--- src/design/board_io_defines.svh ---
`ifndef BOARD_IO_DEFINES_SVH
`define BOARD_IO_DEFINES_SVH

// Byte address map of the CPU bus
`define RAM_BASE        16'h1000
`define RAM_WORDS       1024
`define UART_ADDR       16'h2000
`define KEY_ADDR        16'h2004

// Key events held between keyboard and CPU, power of two
`define KEY_FIFO_DEPTH  8

// System clocks without a PS/2 edge before a partial frame is dropped
`define PS2_TIMEOUT     4096

`endif

--- src/design/board_io_pkg.sv ---
package board_io_pkg;

    // One decoded keyboard event
    typedef struct packed {
        logic       released;
        logic [7:0] code;
    } key_event_t;

    // CPU load/store port, read and write are single-cycle strobes
    typedef struct packed {
        logic        read;
        logic        write;
        logic [15:0] addr;
        logic [31:0] wdata;
    } bus_req_t;

    // Byte strobe towards the UART
    typedef struct packed {
        logic       valid;
        logic [7:0] data;
    } uart_tx_t;

    typedef enum logic [1:0] {
        IDLE,
        SHIFT,
        OFFER
    } ps2_state_e;

    typedef enum logic [1:0] {
        REGION_NONE,
        REGION_RAM,
        REGION_UART,
        REGION_KEY
    } bus_region_e;

    // Acknowledge side of the key register handshake
    typedef enum logic [1:0] {
        HS_IDLE,
        HS_ACK,
        HS_WAIT
    } hs_state_e;

endpackage

--- src/design/key_fifo.sv ---
`timescale 1ns/1ps
`include "board_io_defines.svh"

module key_fifo (
    input  logic                     clk,
    input  logic                     rst_n,
    input  logic                     ev_req,
    input  board_io_pkg::key_event_t ev_data,
    output logic                     ev_ack,
    output logic                     key_req,
    output board_io_pkg::key_event_t key_data,
    input  logic                     key_ack
);
    import board_io_pkg::*;

    localparam int DEPTH = `KEY_FIFO_DEPTH;
    localparam int PTR_W = $clog2(DEPTH);

    key_event_t       mem [0:DEPTH-1];
    logic [PTR_W-1:0] wr_ptr;
    logic [PTR_W-1:0] rd_ptr;
    logic [PTR_W:0]   count;
    logic             full;
    logic             wr_en;
    logic             pop;
    logic             key_ack_d;

    assign full  = (count == (PTR_W+1)'(DEPTH));
    // Accept once per request, only with space left
    assign wr_en = ev_req && !ev_ack && !full;
    // Pop on the rising edge of the consumer's ack
    assign pop   = key_ack && !key_ack_d;

    assign key_req  = (count != '0) && !key_ack;
    assign key_data = mem[rd_ptr];

    always_ff @(posedge clk) begin
        if (wr_en) begin
            mem[wr_ptr] <= ev_data;
        end
    end

    always_ff @(posedge clk or negedge rst_n) begin
        if (!rst_n) begin
            wr_ptr    <= '0;
            rd_ptr    <= '0;
            count     <= '0;
            ev_ack    <= 1'b0;
            key_ack_d <= 1'b0;
        end else begin
            key_ack_d <= key_ack;
            if (wr_en) begin
                ev_ack <= 1'b1;
                wr_ptr <= wr_ptr + PTR_W'(1);
            end else if (!ev_req) begin
                ev_ack <= 1'b0;
            end
            if (pop) begin
                rd_ptr <= rd_ptr + PTR_W'(1);
            end
            case ({wr_en, pop})
                2'b10:   count <= count + (PTR_W+1)'(1);
                2'b01:   count <= count - (PTR_W+1)'(1);
                default: count <= count;
            endcase
        end
    end

endmodule

--- config.mk ---
export PLATFORM = sky130hd
export DESIGN_NAME = key_fifo
export DESIGN_NICKNAME = d
export VERILOG_FILES = /design/src/design/board_io_pkg.sv /design/src/design/key_fifo.sv
export VERILOG_INCLUDE_DIRS = /design/src /design/src/design
export SDC_FILE = /design/constraint.sdc
export NUM_CORES = 1
export LEC_CHECK = 0
export BUFFER_PORTS_ARGS = -buffer_cell sky130_fd_sc_hd__buf_2
export CAP_MARGIN = 15
export CORE_AREA = 2 2 93 86
export DETAILED_ROUTE_END_ITERATION = 8
export DIE_AREA = 0 0 95 88
export GPL_TIMING_DRIVEN = 0
export SLEW_MARGIN = 20
export SYNTH_ARGS = -nofsm -noshare
export SYNTH_HDL_FRONTEND = slang
export SYNTH_SLANG_ARGS = --single-unit
--- constraint.sdc ---
create_clock -name clk -period 2.9 [get_ports clk]
set_clock_uncertainty 0.05 [all_clocks]
set_input_delay 0.725 -clock clk [delete_from_list [all_inputs] [get_ports clk]]
set_output_delay 0.725 -clock clk [all_outputs]
set_load 0.005 [all_outputs]
== Word level (Yosys, flattened, before mapping) ==
Memories as Yosys holds them, arrays and structs flattened.
Cells that the tools add are included.

* Multiplexer cells: 5
* Equal/unequal tests: 4
* Reduce and logical (&&, ||, !) cells: 10
* Add/sub/neg operators: 4

{| class="wikitable"
|+ Operators by type and width
! kind !! number
|-
| 4-bit one-hot mux with 2 select lines || 1
|-
| 3-bit by 1-bit adder with 3-bit output, second input constant || 2
|-
| 4-bit by 1-bit adder with 4-bit output, second input constant || 1
|-
| 4-bit equality test, second input constant || 1
|-
| 1-bit logical AND || 4
|-
| 1-bit logical NOT || 4
|-
| 1-bit two-way mux || 4
|-
| 4-bit nonzero test || 1
|-
| 4-bit by 1-bit subtractor with 4-bit output, second input constant || 1
|-
| 2-bit by 1-bit equality test with 1-bit output, second input constant || 1
|-
| 2-bit equality test, second input constant || 1
|-
| 2-bit by 1-bit inequality test with 1-bit output, second input constant || 1
|-
| 2-bit nonzero test || 1
|}

* Logic and storage cells: 29
* Bits of input ports: 13
* Memory bits (writable): 72
* Flip-flop bits (word level): 12
* Output and inout port bits: 11
* Memories: 1

{| class="wikitable"
|+ Memory list
! memory !! depth !! width !! rd ports !! clocked after Yosys merged registers in !! write ports !! RTL line !! source
|-
| mem || 8 || 9 || 1 || 0 || 1 || key_fifo.sv:19 || <nowiki>key_event_t mem [0:DEPTH-1];</nowiki>
|}

== Depth between registers and ports, before layout ==
* Depth after elaboration: 5
* Mapped depth: 11
* Mapped depth without buffers: 10

== Worst setup path before layout ==
Ideal clock, no wire load.

* Path type: reg2reg
* From: reg count[1]
* To: reg count[2]
* Data required time: 2.724 ns
* Arrival time: 2.280 ns
* Setup slack: 0.444 ns
* Buffers on the path: 1
* Clock period less this slack: 2.456 ns
* Setup time: 0.126 ns
* Stages on the path, launching flop included: 12
* Cell sequence: dfrtp_1 > or4b_1 > and3b_1 > buf_6 > inv_1 > ha_1 > xor2_1 > ha_1 > a21oi_1 > xor2_1 > nor2_1 > xor2_1

* Word-level cells in the longest chain between the ends: 5
* Elaborated cells between the ends (all ways): 9
* Classes of those cells: add/sub (2); eq/ne (3); mux (1); reduce/logical (3)

{| class="wikitable"
|+ Ends and longest elaborated chain
! what !! RTL line !! source
|-
| start, declared || key_fifo.sv:22 || <nowiki>logic [PTR_W:0] count;</nowiki>
|-
| start signal, assigned || key_fifo.sv:62 || <nowiki>2'b10: count <= count + (PTR_W+1)'(1);</nowiki>
|-
| start signal, assigned || key_fifo.sv:63 || <nowiki>2'b01: count <= count - (PTR_W+1)'(1);</nowiki>
|-
| start signal, assigned || key_fifo.sv:64 || <nowiki>default: count <= count;</nowiki>
|-
| 4-bit equality test || key_fifo.sv:28 || <nowiki>assign full = (count == (PTR_W+1)'(DEPTH));</nowiki>
|-
| 1-bit logical NOT || key_fifo.sv:30 || <nowiki>assign wr_en = ev_req && !ev_ack && !full;</nowiki>
|-
| 1-bit logical AND || key_fifo.sv:30 ||
|-
| 2-bit by 1-bit equality test with 1-bit output / 2-bit equality test (equally long branches) || key_fifo.sv:61 || <nowiki>case ({wr_en, pop})</nowiki>
|-
| 4-bit one-hot mux with 2 select lines / 2-bit nonzero test (equally long branches) || n/a ||
|}

Parallel ways exist; a longest one is shown, timed or not.
A chain may end at the register's enable or synchronous reset.

==> impl_metrics.env <==
export IMPL_synth_edf_count=72
export IMPL_grt_pass1_vias=1670
export IMPL_relSlewSlack=0.292
export IMPL_worstReg2RegStart="count[1]"
export IMPL_num_vias=1612
export IMPL_placedCellCount=286
export IMPL_clockBufferDepth=2
export IMPL_pre_cts_ws_ps=73.7
export IMPL_dieArea_mm2=0.00836
export IMPL_place_gp_congestion=0.723
export IMPL_crit_slowest_cell="dfrtp_1"
export IMPL_layout_cells_non_filler=301
export IMPL_synth_area_leaders="edfxtp_1 64%, mux4_2 12%, dfrtp_1 9.0%"
export IMPL_detail_route_wl_per_cell_um=19.1
export IMPL_cts_tree="done"
export IMPL_clkSlewWorstSetupHoldPaths_ps=80
export IMPL_fmax_mhz=360
export IMPL_hpwl_um=3790
export IMPL_cts_sinks=84
export IMPL_grt_busiest_layer="met2"
export IMPL_yosysTopAreaCellShare=0.645
export IMPL_synth_cell_type_count=28
export IMPL_clock_root_buffer="clkbuf_8"
export IMPL_worstReg2RegEnd="count[2]"
export IMPL_nets=218
export IMPL_drtIter0Drc=88
export IMPL_ys_ff_latch=84
export IMPL_endpoint_kind="output pin"
export IMPL_grtUsageMet2=0.247
export IMPL_core_mm2=0.00739
export IMPL_via_per_inst=5.36
export IMPL_met3_usage=0.0344
export IMPL_grt_pass1_wl_um=9000
export IMPL_worst_pin_slew_ps=1060
export IMPL_crit_path_start_kind="flip-flop"
export IMPL_grt_usage=0.154
export IMPL_synthToLayoutAreaGrowth_pct=14.3
export IMPL_p_leak_nw=1.31
export IMPL_setup_viol=0
export IMPL_netlist_top_cell_by_area="edfxtp_1"
export IMPL_yosysMostFrequentCell="edfxtp_1"
export IMPL_status="finished clean"
export IMPL_grt_remaining_overflow=0
export IMPL_ys_async_sr_fraction=0.143
export IMPL_arrival_ps=2000
export IMPL_worst_slack_ps=121
export IMPL_synth_area_mm2=0.00335
export IMPL_synth_cells=165
export IMPL_firstDrtPassIters=4
export IMPL_cp_required_ps=2120
export IMPL_finalSetupTns_ps=0
export IMPL_crit_path_frequent_cell="buf_2"
export IMPL_layout_min_cycle_time_ps=2780
export IMPL_power_density_mw_per_mm2=905
export IMPL_drv_cap=0
export IMPL_insertion_delay_ps=340
export IMPL_synth_flop_cell="edfxtp_1"
export IMPL_fp_dieW_um=95
export IMPL_grt_max_degree=20
export IMPL_critPathMaxStageDelay_ps=360
export IMPL_hold_viol=0
export IMPL_yosysWarnings=0
export IMPL_fillers=597
export IMPL_drtAntennaViolNets=0
export IMPL_drive_above_1_share=0.376
export IMPL_rsz0062_at_grt="no"
export IMPL_n_antenna_cell=0
export IMPL_hp_class="in -> async"
export IMPL_num_rows=30
export IMPL_syn_avg_cell_area_um2=20.3
export IMPL_fin_total_pwr_mw=3.47
export IMPL_fin_crit_sh=0.958
export IMPL_crit_family="buffers and inverters"
export IMPL_ios=24
export IMPL_cp_max_fo=10
export IMPL_finalMaxSlewViolations=0
export IMPL_rrSetupSlack_ps=180
export IMPL_die_h_um=88
export IMPL_holdBufCountCts=0
export IMPL_antenna_found_initial=0
export IMPL_grtUsageMet1=0.200
export IMPL_synth_seq_area_share=0.734
export IMPL_htreeDepth=3
export IMPL_wirelength_um=5740
export IMPL_path_cells="buf_2 > buf_4 > mux4_2 > mux2_2 > buf_2"
export IMPL_drc=0
export IMPL_critPathBufInv=3
export IMPL_peakVddDrop_v=0.000365
export IMPL_initial_core_util=0.453
export IMPL_r2r_worst_path_cells=11
export IMPL_ys_top_cells_by_count="72 x edfxtp_1, 18 x mux4_2, 12 x dfrtp_1"
export IMPL_syn_num_nets=183
export IMPL_portBuffers=23
export IMPL_cts_made_buffers=9
export IMPL_worstSetupPathType="reg -> out"
-- cell type report --
class	instances	area [um2]	area share
plain buffers	5	38.8	0.0101
clock buffers	13	169	0.0441
clock inverters	3	43.8	0.0114
inverters	1	3.75	0.000980
multi-input cells	74	863	0.225
flip-flops and latches	84	2460	0.643
well taps	96	120	0.0314
repair buffers	25	130	0.0340
-- cell usage in the layout, fill, tap and decap left out, types with 2 or more instances in the layout --
cell	count
buf_2	24
buf_6	2
clkbuf_8	12
xor2_1	5
buf_4	3
nand2_1	4
nor3_2	2
ha_1	5
nand2b_1	4
edfxtp_1	72
dfrtp_1	12
clkbuf_1	2
mux4_2	18
xnor2_1	4
mux2_2	11
nor2_1	7
nor4_1	2
-- registers in the layout, summed over array words and instances (netlist names) --
name	cells
mem	72
count	4
rd_ptr	3
wr_ptr	3
ev_ack	1
key_ack_d	1
-- report_power, final --
part / internal, mW / total [mW] / switching [mW]
clock: 0.469 / 0.866 / 0.397
combinational: 0.554 / 1.02 / 0.461
sequential: 1.48 / 1.59 / 0.111
-- cell families after synthesis --
| kind of cell | share of synthesized area |
|---|---|
| adder cells (fa/ha/maj) | 0.0187 |
| XOR/XNOR | 0.0235 |
| AO/OA/AOI/OAI | 0.00634 |
| AND/OR/NAND/NOR | 0.0429 |
| flip-flops | 0.734 |
| multiplexers | 0.162 |
| buffers and inverters | 0.0119 |
-- worst max-delay path by stage --
stage                     startpoint          end  slack [ps]  depth (start not counted)
after floorplan             count[1]     count[2]         440                         11
after global placement        ev_req    mem[0][5]          30                          5
after detailed placement   rd_ptr[1]  key_data[8]          70                          5
after CTS                  rd_ptr[0]  key_data[0]          40                          4
after global routing       rd_ptr[1]  key_data[0]          40                          5
final                      rd_ptr[1]  key_data[0]         120                          5
-- what timing repair did --
action,CTS,global route
buffers inserted,0,0
resized for setup,2,1
endpoints found under the setup margin,9,8
-- through the flow --
step	hold slack [ps]	instance area [um2]	util
floorplan	379	3350	-
global placement	436	3590	0.485
detailed placement	443	3610	0.489
CTS	192	3820	0.517
global route	206	3830	0.518
finish	193	3830	0.518
-- routing by layer --
metal | routed length [um] | part of all wire
met1 | 2500 | 0.44
met2 | 2930 | 0.51
met3 | 203 | 0.035
met4 | 111 | 0.019
met5 | 0 | 0
(Power assumes the default switching activity.)
