--- config.mk ---
export PLATFORM = sky130hd
export DESIGN_NAME = ps2_receiver
export DESIGN_NICKNAME = d
export VERILOG_FILES = /design/src/design/board_io_pkg.sv /design/src/design/ps2_receiver.sv
export VERILOG_INCLUDE_DIRS = /design/src /design/src/design
export SDC_FILE = /design/constraint.sdc
export NUM_CORES = 1
export LEC_CHECK = 0
export ABC_AREA = 1
export BUFFER_PORTS_ARGS = -buffer_cell sky130_fd_sc_hd__buf_2
export CORE_ASPECT_RATIO = 0.8
export CORE_MARGIN = 2
export CORE_UTILIZATION = 63
export DETAILED_ROUTE_END_ITERATION = 8
export GPL_TIMING_DRIVEN = 0
export PLACE_DENSITY_LB_ADDON = 0.15
export SETUP_SLACK_MARGIN = 0.2
export SYNTH_ARGS = -nofsm -noshare
export SYNTH_HDL_FRONTEND = slang
export SYNTH_SLANG_ARGS = --single-unit
--- constraint.sdc ---
create_clock -name clk -period 3.2 [get_ports clk]
set_input_delay 0 -clock clk [delete_from_list [all_inputs] [get_ports clk]]
set_output_delay 0 -clock clk [all_outputs]
set_load 0.03 [all_outputs]
--- src/design/board_io_defines.svh ---
`ifndef BOARD_IO_DEFINES_SVH
`define BOARD_IO_DEFINES_SVH

// Byte address map of the CPU bus
`define RAM_BASE        16'h1000
`define RAM_WORDS       1024
`define UART_ADDR       16'h2000
`define KEY_ADDR        16'h2004

// Key events held between keyboard and CPU, power of two
`define KEY_FIFO_DEPTH  8

// System clocks without a PS/2 edge before a partial frame is dropped
`define PS2_TIMEOUT     4096

`endif

--- src/design/board_io_pkg.sv ---
package board_io_pkg;

    // One decoded keyboard event
    typedef struct packed {
        logic       released;
        logic [7:0] code;
    } key_event_t;

    // CPU load/store port, read and write are single-cycle strobes
    typedef struct packed {
        logic        read;
        logic        write;
        logic [15:0] addr;
        logic [31:0] wdata;
    } bus_req_t;

    // Byte strobe towards the UART
    typedef struct packed {
        logic       valid;
        logic [7:0] data;
    } uart_tx_t;

    typedef enum logic [1:0] {
        IDLE,
        SHIFT,
        OFFER
    } ps2_state_e;

    typedef enum logic [1:0] {
        REGION_NONE,
        REGION_RAM,
        REGION_UART,
        REGION_KEY
    } bus_region_e;

    // Acknowledge side of the key register handshake
    typedef enum logic [1:0] {
        HS_IDLE,
        HS_ACK,
        HS_WAIT
    } hs_state_e;

endpackage

--- src/design/ps2_receiver.sv ---
`timescale 1ns/1ps
`include "board_io_defines.svh"

module ps2_receiver (
    input  logic                     clk,
    input  logic                     rst_n,
    input  logic                     ps2_clk,
    input  logic                     ps2_dat,
    output logic                     ev_req,
    output board_io_pkg::key_event_t ev_data,
    input  logic                     ev_ack
);
    import board_io_pkg::*;

    localparam int TO_W = $clog2(`PS2_TIMEOUT);

    logic [1:0]      clk_sync;
    logic [1:0]      dat_sync;
    logic            clk_prev;
    logic            ps2_fall;
    ps2_state_e      state;
    logic [3:0]      bit_cnt;
    logic [9:0]      shreg;
    logic [9:0]      frame;
    logic            frame_done;
    logic            frame_ok;
    logic [TO_W-1:0] idle_cnt;
    logic            released_pend;

    // Both PS/2 lines idle high
    always_ff @(posedge clk or negedge rst_n) begin
        if (!rst_n) begin
            clk_sync <= 2'b11;
            dat_sync <= 2'b11;
            clk_prev <= 1'b1;
        end else begin
            clk_sync <= {clk_sync[0], ps2_clk};
            dat_sync <= {dat_sync[0], ps2_dat};
            clk_prev <= clk_sync[1];
        end
    end

    assign ps2_fall = clk_prev & ~clk_sync[1];

    // New bit enters at the top, so data ends up LSB first in frame[7:0]
    assign frame      = {dat_sync[1], shreg[9:1]};
    assign frame_done = (state == SHIFT) && ps2_fall && (bit_cnt == 4'd9);
    // Odd parity across data plus parity bit, stop bit high
    assign frame_ok   = (^frame[8:0]) && frame[9];

    always_ff @(posedge clk) begin
        if (state == SHIFT && ps2_fall) begin
            shreg <= frame;
        end
        if (frame_done) begin
            ev_data <= '{released: released_pend, code: frame[7:0]};
        end
    end

    always_ff @(posedge clk or negedge rst_n) begin
        if (!rst_n) begin
            state         <= IDLE;
            bit_cnt       <= '0;
            idle_cnt      <= '0;
            released_pend <= 1'b0;
            ev_req        <= 1'b0;
        end else begin
            case (state)
                IDLE: begin
                    bit_cnt  <= '0;
                    idle_cnt <= '0;
                    // Start bit must read low
                    if (ps2_fall && !dat_sync[1]) begin
                        state <= SHIFT;
                    end
                end
                SHIFT: begin
                    if (ps2_fall) begin
                        idle_cnt <= '0;
                        bit_cnt  <= bit_cnt + 4'd1;
                        if (frame_done) begin
                            state <= IDLE;
                            if (frame_ok) begin
                                // Break prefix only marks the next code
                                if (frame[7:0] == 8'hF0) begin
                                    released_pend <= 1'b1;
                                end else begin
                                    released_pend <= 1'b0;
                                    ev_req        <= 1'b1;
                                    state         <= OFFER;
                                end
                            end
                        end
                    end else if (idle_cnt == TO_W'(`PS2_TIMEOUT - 1)) begin
                        // Stalled frame
                        state <= IDLE;
                    end else begin
                        idle_cnt <= idle_cnt + TO_W'(1);
                    end
                end
                OFFER: begin
                    // PS/2 edges ignored until the four-phase cycle closes
                    if (ev_req && ev_ack) begin
                        ev_req <= 1'b0;
                    end else if (!ev_req && !ev_ack) begin
                        state <= IDLE;
                    end
                end
                default: state <= IDLE;
            endcase
        end
    end

endmodule

After elaboration in Yosys (flattened, before gate mapping)
Cells that the tools add are included.
W data, S select, Z words.
{"block": "op_classes", "n_addsub": 2, "muxes": 21, "n_eq_ne": 16, "n_reduce_logical": 18, "bitwise": 2}
{"op": "$mux W12", "count": 2}
{"op": "$pmux W12 S2", "count": 1}
{"op": "$mux W2", "count": 8}
{"op": "$ne A2 B2 Y1 const B", "count": 8}
{"op": "$add A12 B1 Y12 const B", "count": 1}
{"op": "$eq A12 B12 Y1 const B", "count": 1}
{"op": "$reduce_xor A9 Y1", "count": 1}
{"op": "$eq A8 B8 Y1 const B", "count": 1}
{"op": "$pmux W4 S2", "count": 1}
{"op": "$logic_and A1 B1 Y1", "count": 6}
{"op": "$mux W1", "count": 6}
{"op": "$ne A3 B3 Y1 const B", "count": 2}
{"op": "$pmux W2 S3", "count": 1}
{"op": "$reduce_and A6 Y1", "count": 1}
{"op": "$reduce_and A5 Y1", "count": 1}
{"op": "$add A4 B1 Y4 const B", "count": 1}
{"op": "$eq A4 B4 Y1 const B", "count": 1}
{"op": "$mux W4", "count": 1}
{"op": "$reduce_and A2 Y1", "count": 2}
{"op": "$reduce_and A4 Y1", "count": 1}
{"op": "$reduce_bool A2 Y1", "count": 2}
{"op": "$logic_not A1 Y1", "count": 3}
{"op": "$ne A3 B2 Y1 const B", "count": 1}
{"op": "$eq A2 B1 Y1 const B", "count": 1}
{"op": "5 further kinds", "count": 5}
{"block": "totals", "output_inout_bits": 10, "word_cells": 70, "in_bits": 5, "register_bits": 44}

Longest topological paths before layout
Gate-level depths: netlist of the first run.
{"block": "logic_depth", "depth_word": 7, "mapped_depth": 12, "depth_no_buf": 12}

Worst setup path before layout of the first run
No wires, ideal clock.
{"block": "synth_timing", "path_type": "flip-flop to flip-flop", "startpoint": "register clk_prev", "endpoint": "register ev_data[0] (netlist bit), enable pin", "period_less_slack_ns": 1.635, "path_stages_with_launch": 5, "slack_ns": 1.565, "required_time_ns": 2.826, "setup_ns": 0.374, "n_path_buf": 0, "t_arrival_ns": 1.261, "path_cell_list": "dfstp_2 inv_1 nor2_4 nand2_4 nor2_1"}
{"block": "synth_via", "elab_chain_len": 3}
{"element": "from (decl)", "line_no": "ps2_receiver.sv:19", "text": "logic clk_prev;"}
{"element": "from (signal assigned)", "line_no": "ps2_receiver.sv:39", "text": "clk_prev <= clk_sync[1];"}
{"element": "$and A1 B1 Y1", "line_no": "ps2_receiver.sv:43", "text": "assign ps2_fall = clk_prev & ~clk_sync[1];"}
{"element": "$logic_and A1 B1 Y1 (2 in a row)", "line_no": "ps2_receiver.sv:47", "text": "assign frame_done = (state == SHIFT) && ps2_fall && (bit_cnt == 4'd9);"}
{"element": "named net frame_done", "line_no": "ps2_receiver.sv:25", "text": "logic frame_done;"}
{"element": "to (signal assigned)", "line_no": "ps2_receiver.sv:56", "text": "ev_data <= '{released: released_pend, code: frame[7:0]};"}
{"element": "to (decl)", "line_no": "ps2_receiver.sv:10", "text": "output board_io_pkg::key_event_t ev_data,"}
The timed path passes the listed nets, and every way through them passes these cells.
A chain may end at the register's enable or synchronous reset.

Worst setup path in the final report of the first run
{"block": "layout_timing", "startpoint": "register clk_prev", "endpoint": "register ev_data[2] (netlist bit), enable pin"}
Same word-level chain as after synthesis.

==> results by group, run 1 <==
STA
  • Min Hold Slack: between 0.04 and 0.05 ns
  • Final Cycle Share: 60.6%
  • Final hold violations: 0
  • Minimum clock period: 1.94 ns
  • Worst setup margin: between 1 and 1.5 ns
  • Worst Tran Pin Value: 0.850 ns
  • Setup_tns: 0 ns
  • Max Clk Rate: 516 MHz
  • Finish-stage setup viols: 0
  • RSZ-0062 raised after global routing: false
  • Slew Limit Fails: 0
  • Clock skew: 0.00816 ns
  • Worst slew margin: between 40% and 50%

Setup path
  • Worst EP required: roughly 3.1 ns
  • CP Class: reg -> reg
  • Worst setup EP type: flop
  • Worst Path Arrival: 1.86 ns
  • CP Launch Type: flop
  • CP max FO: 9

CTS
  • Worst-case clock buffer depth: 2
  • H-Tree Depth: 2
  • CTS tree: built
  • Setup repair bufs after CTS: 0
  • Clock root cell: clkbuf_8
  • # clock sinks: 43
  • Clock-pin slew on the worst setup and hold paths: approximately 0.070 ns
  • Skew-Pair Late Insertion Delay: about 0.30 ns
  • Num CTS Buffers: 5

Global routing
  • GRT Overall Usage: 23.7%
  • Vias in the first global route: 1415
  • Gr ovfl total: 0
  • Initial antenna violation count: 0
  • Global-route wire length before repair: ~6.7 mm
  • Largest net degree at the start of global routing: 26

Drt
  • Drt wl/cell: between 10 and 15 µm
  • Post-route ant nets: 0
  • WL final: 3.80 mm
  • 1st-pass router iterations: 4
  • DRC: 0
  • Iter 0 DRT Violations: approximately 160
  • Detailed-route via count: ~1500
  • Vias/cell: approximately 5.6

Min path
  • Hold crit path type: in -> reg

Die
  • Die area: 3770 µm²
  • I/O pin cnt: 15
  • # rows: 18
  • Die Width: between 60 and 70 µm
  • Core area: 3110 µm²
  • Initial core utilization: roughly two thirds
  • Chip Height: about 55 µm

Synth
  • Ys flop type: dfrtp_1
  • Post-synth ARST share: between 50% and 60%
  • Mapped Cells: between 200 and 250
  • Library cells used by synthesis: 31
  • Seq/Total Area, Yosys: between 50% and 60%
  • Synth warn: 0
  • Synth cell count leaders: 44 x nand2_1, 25 x inv_1, 20 x dfrtp_1, 20 x nor2_1, 18 x edfxtp_1
  • Avg Cell Area, Syn: 10.1 µm²
  • Count leader, synth: nand2_1
  • Syn Nets: 218
  • Synth area leaders: edfxtp_1 26%, dfrtp_1 24%, nand2_1 8.0%, dfstp_2 6.3%, inv_1 4.5%
  • Synth top area share: between 20% and 30%
  • Netlist Area Pre-Place: approximately 2100 µm²
  • #FFs+latches synth: 43
  • Area leader, netlist: edfxtp_1
  • Post-synth EDFFs: 18

Pwr
  • Leakage: ~1 nW
  • Power Dens Cells: roughly 420 nW/µm²
  • Max VDD drop: about 360 µV

Cells and area
  • Area delta synth->final: 11.1%
  • Core Util, Final: between 70% and 80%
  • Share of layout cells above drive strength 1: between 20% and 30%
  • Final Net Count: 242
  • Diode count: 0
  • Fillcell total: 223

Run
  • Maxcap violations: 0

Place
  • Final HPWL DP: 2.79 mm
  • GP Congestion: ~0.88
  • Port Buf Inserts: 14
  • Pre-CTS setup slack: approximately 1.3 ns

Run status
  • Status: completed
[critical path, stage by stage (launching register included)]
cell	delay (ns)
dfstp_2	0.52
inv_1	0.05
nor2_4	0.23
nand2_4	0.10
nor2_1	0.65
[what timing repair did]
| action | in CTS | in global routing |
|---|---|---|
| hold buffers | 3 | 0 |
| hold endpoints to repair | 22 | 0 |
| resized for setup | 0 | 0 |
| setup endpoints to repair | 0 | 0 |
[registers in the layout, summed over array words and instances (netlist names)]
register,count
bit_cnt,4
released_pend,1
state,2
dat_sync,2
clk_prev,1
clk_sync,2
ev_req,1
ev_data,9
shreg,9
idle_cnt,12
[layer usage]
layer	part of all wire, %	GRT usage [%]	vias to the layer above
li1	-	-	737
met1	46	35.3	729
met2	47	33.1	44
met3	5.6	7.74	8
met4	1.8	7.14	0
met5	0	0	-
[power breakdown]
group	switching (mW)	internal, mW
clock	0.172	0.149
combinational	0.0333	0.0184
sequential	0.0143	0.587
total	0.220	0.754
[stage by stage]
step / power, mW / instance area (µm²) / instances
4_1_cts: 0.978 / 2310 / 271
2_1_floorplan: 0.641 / 2080 / 206
5_1_grt: 1.02 / 2310 / 271
3_5_place_dp: 0.662 / 2200 / 260
3_3_place_gp: 0.657 / 2200 / 260
6_report: 0.974 / 2310 / 271
[layout by cell type (no fill, tap or decap)]
cell type       n
nand3_4         1
dfstp_2         5
nor2_8          1
nand3_1        13
a21o_1          1
nor3_1          2
dfrtp_1        20
a21oi_1         5
clkinv_1        2
o21ai_4         1
o21ai_2         6
xnor2_1         1
nor2_1         20
xor2_1          3
nand3_2         1
clkbuf_8        5
inv_4           3
inv_1          25
nand2_1        44
nor2_4          3
o21ai_1         2
nor2_2          2
ha_1            7
dlygate4sd3_1   3
nand2_2         1
o21bai_1        2
edfxtp_1       18
nand2_4         2
o2111ai_1       1
clkbuf_1        1
nand4_1        10
nand3b_1        1
o22ai_1         2
inv_2           2
buf_2          14
o21ai_0         1
[cell families after synthesis]
family                     after synthesis  share of synthesized area [%]
AOI/OAI and AO/OA                       21                           7.35
xor gates and xnor gates                 4                           1.69
adders and majority gates                7                           4.22
buffers and inverters                   30                           5.79
DFF                                     43                           56.5
and+or+nand+nor                        101                           24.5
[cell type report]
| class | count | area, µm² | area share (%) |
|---|---|---|---|
| Timing Repair Buffer | 17 | 100 | 4.34 |
| Inverter | 30 | 120 | 5.21 |
| Tap cell | 40 | 50.0 | 2.17 |
| Clock buffer | 6 | 72.6 | 3.15 |
| Sequential cell | 43 | 1170 | 50.8 |
| Multi-Input combinational cell | 133 | 783 | 34.0 |
| Clock inverter | 2 | 7.51 | 0.326 |
[final timing paths]
path / from / to / slack, ns / cells after the start
min in group asynchronous: rst_n / idle_cnt[4]$_DFFE_PN0P_ / 0.21 / 2
worst min-delay path: ev_ack / ev_req$_DFFE_PN0P_ / 0.04 / 4
worst max register to register: clk_prev$_DFF_PN1_ / ev_data[2]$_DFFE_PP_ / 1.26 / 4
worst max-delay path: clk_prev$_DFF_PN1_ / ev_data[2]$_DFFE_PP_ / 1.26 / 4
max in group asynchronous: rst_n / dat_sync[1]$_DFF_PN1_ / 2.60 / 2
worst min register to register: clk_sync[0]$_DFF_PN1_ / clk_sync[1]$_DFF_PN1_ / 0.36 / 0
No activity file was read; power rests on OpenSTA's default activity.
==> inputs of run 2 (changes only) <==
--- a/config.mk
+++ b/config.mk
@@ -10,7 +10,7 @@
 export BUFFER_PORTS_ARGS = -buffer_cell sky130_fd_sc_hd__buf_2
 export CORE_ASPECT_RATIO = 0.8
 export CORE_MARGIN = 2
-export CORE_UTILIZATION = 63
+export CORE_UTILIZATION = 59
 export DETAILED_ROUTE_END_ITERATION = 8
 export GPL_TIMING_DRIVEN = 0
 export PLACE_DENSITY_LB_ADDON = 0.15
==> constraint.sdc (replaced) <==
create_clock -name clk -period 1.8 [get_ports clk]
set_input_delay 0 -clock clk [delete_from_list [all_inputs] [get_ports clk]]
set_output_delay 0 -clock clk [all_outputs]
set_load 0.03 [all_outputs]
==> run 2 against run 1 <==
Fmax up 26%. Die area is 6.3% higher. Sequential share of layout area decreased by 3.2 points. Worst hold slack got worse by 0.038 ns. First-iteration DRC count fell by 1.9%. Cell count grew 5.5%. Core utilization down 1.8 points. Combinational power is 100% higher. Clock skew is 0.0060 ns higher. Clock-buffer cell count fell by 1. Critical path depth grew 4. Critical endpoint is now state[1]$_DFFE_PN0P_. Largest cell class unchanged.
==> results by group, run 2 (synthesis results as in run 1) <==
Cells and area
  • Area delta synth->final: 18.6%
  • Core Util, Final: ~72%
  • Footprint of the multi-input gates: 826 µm²
  • Most common cell after layout, fill and taps aside: nand2_1
  • Biggest register: idle_cnt
  • Largest regs: idle_cnt: 12 flops, ev_data: 9 flops, shreg: 9 flops
  • Share of layout cells above drive strength 1: ~29%
  • Max reg flops: 12
  • Fillcell total: 232
  • Register Area: between 1000 and 1500 µm²
  • Diode count: 0
  • Final Net Count: approximately 260
  • Most frequent cells in the layout: 43 x nand2_1, 24 x inv_1, 19 x dfrtp_1, 18 x nor2_1, 18 x edfxtp_1

Die
  • Die area: 4010 µm²
  • Initial core utilization: approximately 60%
  • # rows: 19
  • Core area: between 3000 and 4000 µm²
  • Chip Height: roughly 57 µm
  • Die Width: between 70 and 80 µm
  • I/O pin cnt: 15

Global routing
  • Met3 Use GR: about 4.9%
  • GRT Overall Usage: 20.2%
  • Vias in the first global route: about 1400
  • Gr ovfl total: 0
  • Met2 Resource Use GR: 31.0%
  • Largest net degree at the start of global routing: 26
  • Global-route wire length before repair: 6.18 mm
  • Initial antenna violation count: 0
  • M1 GR Usage: between 20% and 30%
  • Gr busiest metal: met2

CTS
  • # clock sinks: between 40 and 50
  • Clock-pin slew on the worst setup and hold paths: 0.09 ns
  • Worst-case clock buffer depth: 2
  • Skew-Pair Late Insertion Delay: roughly 0.3 ns
  • Clock root cell: clkbuf_8
  • CTS tree: built
  • H-Tree Depth: 2
  • Num CTS Buffers: 5

STA
  • Min Hold Slack: about 0.006 ns
  • Finish-stage setup viols: 0
  • Slew Limit Fails: 0
  • Final Cycle Share: between 80% and 90%
  • Clock skew: 0.0141 ns
  • RSZ-0062 raised after global routing: true
  • Worst Tran Pin Value: about 0.57 ns
  • Worst slew margin: between 60 and 70%
  • Setup_tns: 0 ns
  • Final hold violations: 0
  • Max Clk Rate: 651 MHz
  • Minimum clock period: 1.54 ns

Setup path
  • Flop-to-flop setup slack: ~0.26 ns
  • R2R Path End: state[1]$_DFFE_PN0P_
  • CP max-delay cell: dfstp_2
  • Crit path largest cell delay: 0.52 ns
  • Worst setup EP type: flop
  • Worst Path Buf+Inv: 1
  • Top Family by Delay on Critical Path: simple AND/OR/NAND/NOR gates
  • Reg2reg start: clk_prev$_DFF_PN1_
  • Critical-path cell list: inv_1 > nor2_4 > nand2_4 > nor2_2 > nand2_1 > nor2_2 > nand2_2 > o21bai_1
  • Worst Path Arrival: roughly 1.8 ns
  • Worst EP required: a little over 2 ns
  • CP Class: reg -> reg
  • CP max FO: 5
  • Reg2reg path depth: 8
  • Most used cell, CP: nor2_2
  • CP Launch Type: flop
  • Stages on the worst setup path: 8

Min path
  • Hold worst-path end: ev_req$_DFFE_PN0P_
  • Hold depth: 4
  • Hold_sp: ev_ack
  • Hold crit path type: in -> reg

Drt
  • Detailed-route via count: ~1500
  • 1st-pass router iterations: 4
  • Drt wl/cell: about 14 µm
  • WL final: 3.86 mm
  • Iter 0 DRT Violations: about 160
  • DRC: 0
  • Post-route ant nets: 0
  • Vias/cell: 5.31

Pwr
  • Max VDD drop: 643 µV
  • Power Dens Cells: roughly 720 nW/µm²
  • Total Power: between 1.5 and 2 mW
  • Leakage: between 1 and 1.5 nW

Run status
  • Status: completed

Place
  • Port Buf Inserts: 14
  • GP Congestion: between 0.8 and 0.9
  • Final HPWL DP: 2.56 mm

Run
  • Maxcap violations: 0
run 2: cell count changes in the layout (fill, tap and decap cells not counted), moves of 2 or more:
cell | before | now
buf_4 | 0 | 13
clkinvlp_4 | 0 | 3
clkinv_1 | 2 | 0
ha_1 | 7 | 5
ha_4 | 0 | 2
nor2_1 | 20 | 18
nor2_4 | 3 | 5
run 2: area by class of cell:
type                       count  share of cell area (%)
tap                           42                    2.13
sequential                    43                    47.7
timing repair buffer          30                    8.03
multi-input combinational    133                    33.5
clock inverter                 3                   0.813
clock buffer                   5                    2.79
inverter                      30                    5.03
run 2: worst max path at each step:
stage                       startpoint                      end
6_report            clk_prev$_DFF_PN1_     state[1]$_DFFE_PN0P_
5_1_grt             shreg[4]$_DFFE_PP_     state[1]$_DFFE_PN0P_
3_3_place_gp   idle_cnt[0]$_DFFE_PN0P_  idle_cnt[9]$_DFFE_PN0P_
4_1_cts        idle_cnt[0]$_DFFE_PN0P_  idle_cnt[3]$_DFFE_PN0P_
2_1_floorplan  idle_cnt[0]$_DFFE_PN0P_  idle_cnt[7]$_DFFE_PN0P_
3_5_place_dp   idle_cnt[0]$_DFFE_PN0P_  idle_cnt[9]$_DFFE_PN0P_
run 2: timing repair:
action	in CTS	in global routing
endpoints found under the setup margin	19	11
pin swaps	1	6
hold buffers	3	0
hold endpoints to repair	22	0
cloned	0	0
resized for setup	4	5
setup buffers	4	9
run 2: metal layers:
layer | up-vias | part of all wire, %
met3 | 8 | 4.6
met1 | 713 | 47
met2 | 42 | 46
met5 | - | 0
met4 | 0 | 1.9
li1 | 755 | -
run 2: metrics by stage:
stage	setup WS (ns)	std cells	cell area, µm²
global placement	0.0607	262	2200
CTS	0.227	277	2360
floorplan	0.271	206	2080
finish	0.264	286	2460
global route	0.148	286	2460
detailed placement	0.0451	262	2200
run 2: where the power goes:
group          internal, mW  switching, mW
Sequential             1.04         0.0258
Clock                 0.270          0.338
Combinational        0.0420         0.0634
Total                  1.36          0.427
run 2: worst reg2reg max path: stages, from the launching register on:
cell      delay (ns)
dfstp_2         0.52
inv_1           0.06
nor2_4          0.23
nand2_4         0.13
nor2_2          0.11
nand2_1         0.07
nor2_2          0.15
nand2_2         0.07
o21bai_1        0.14
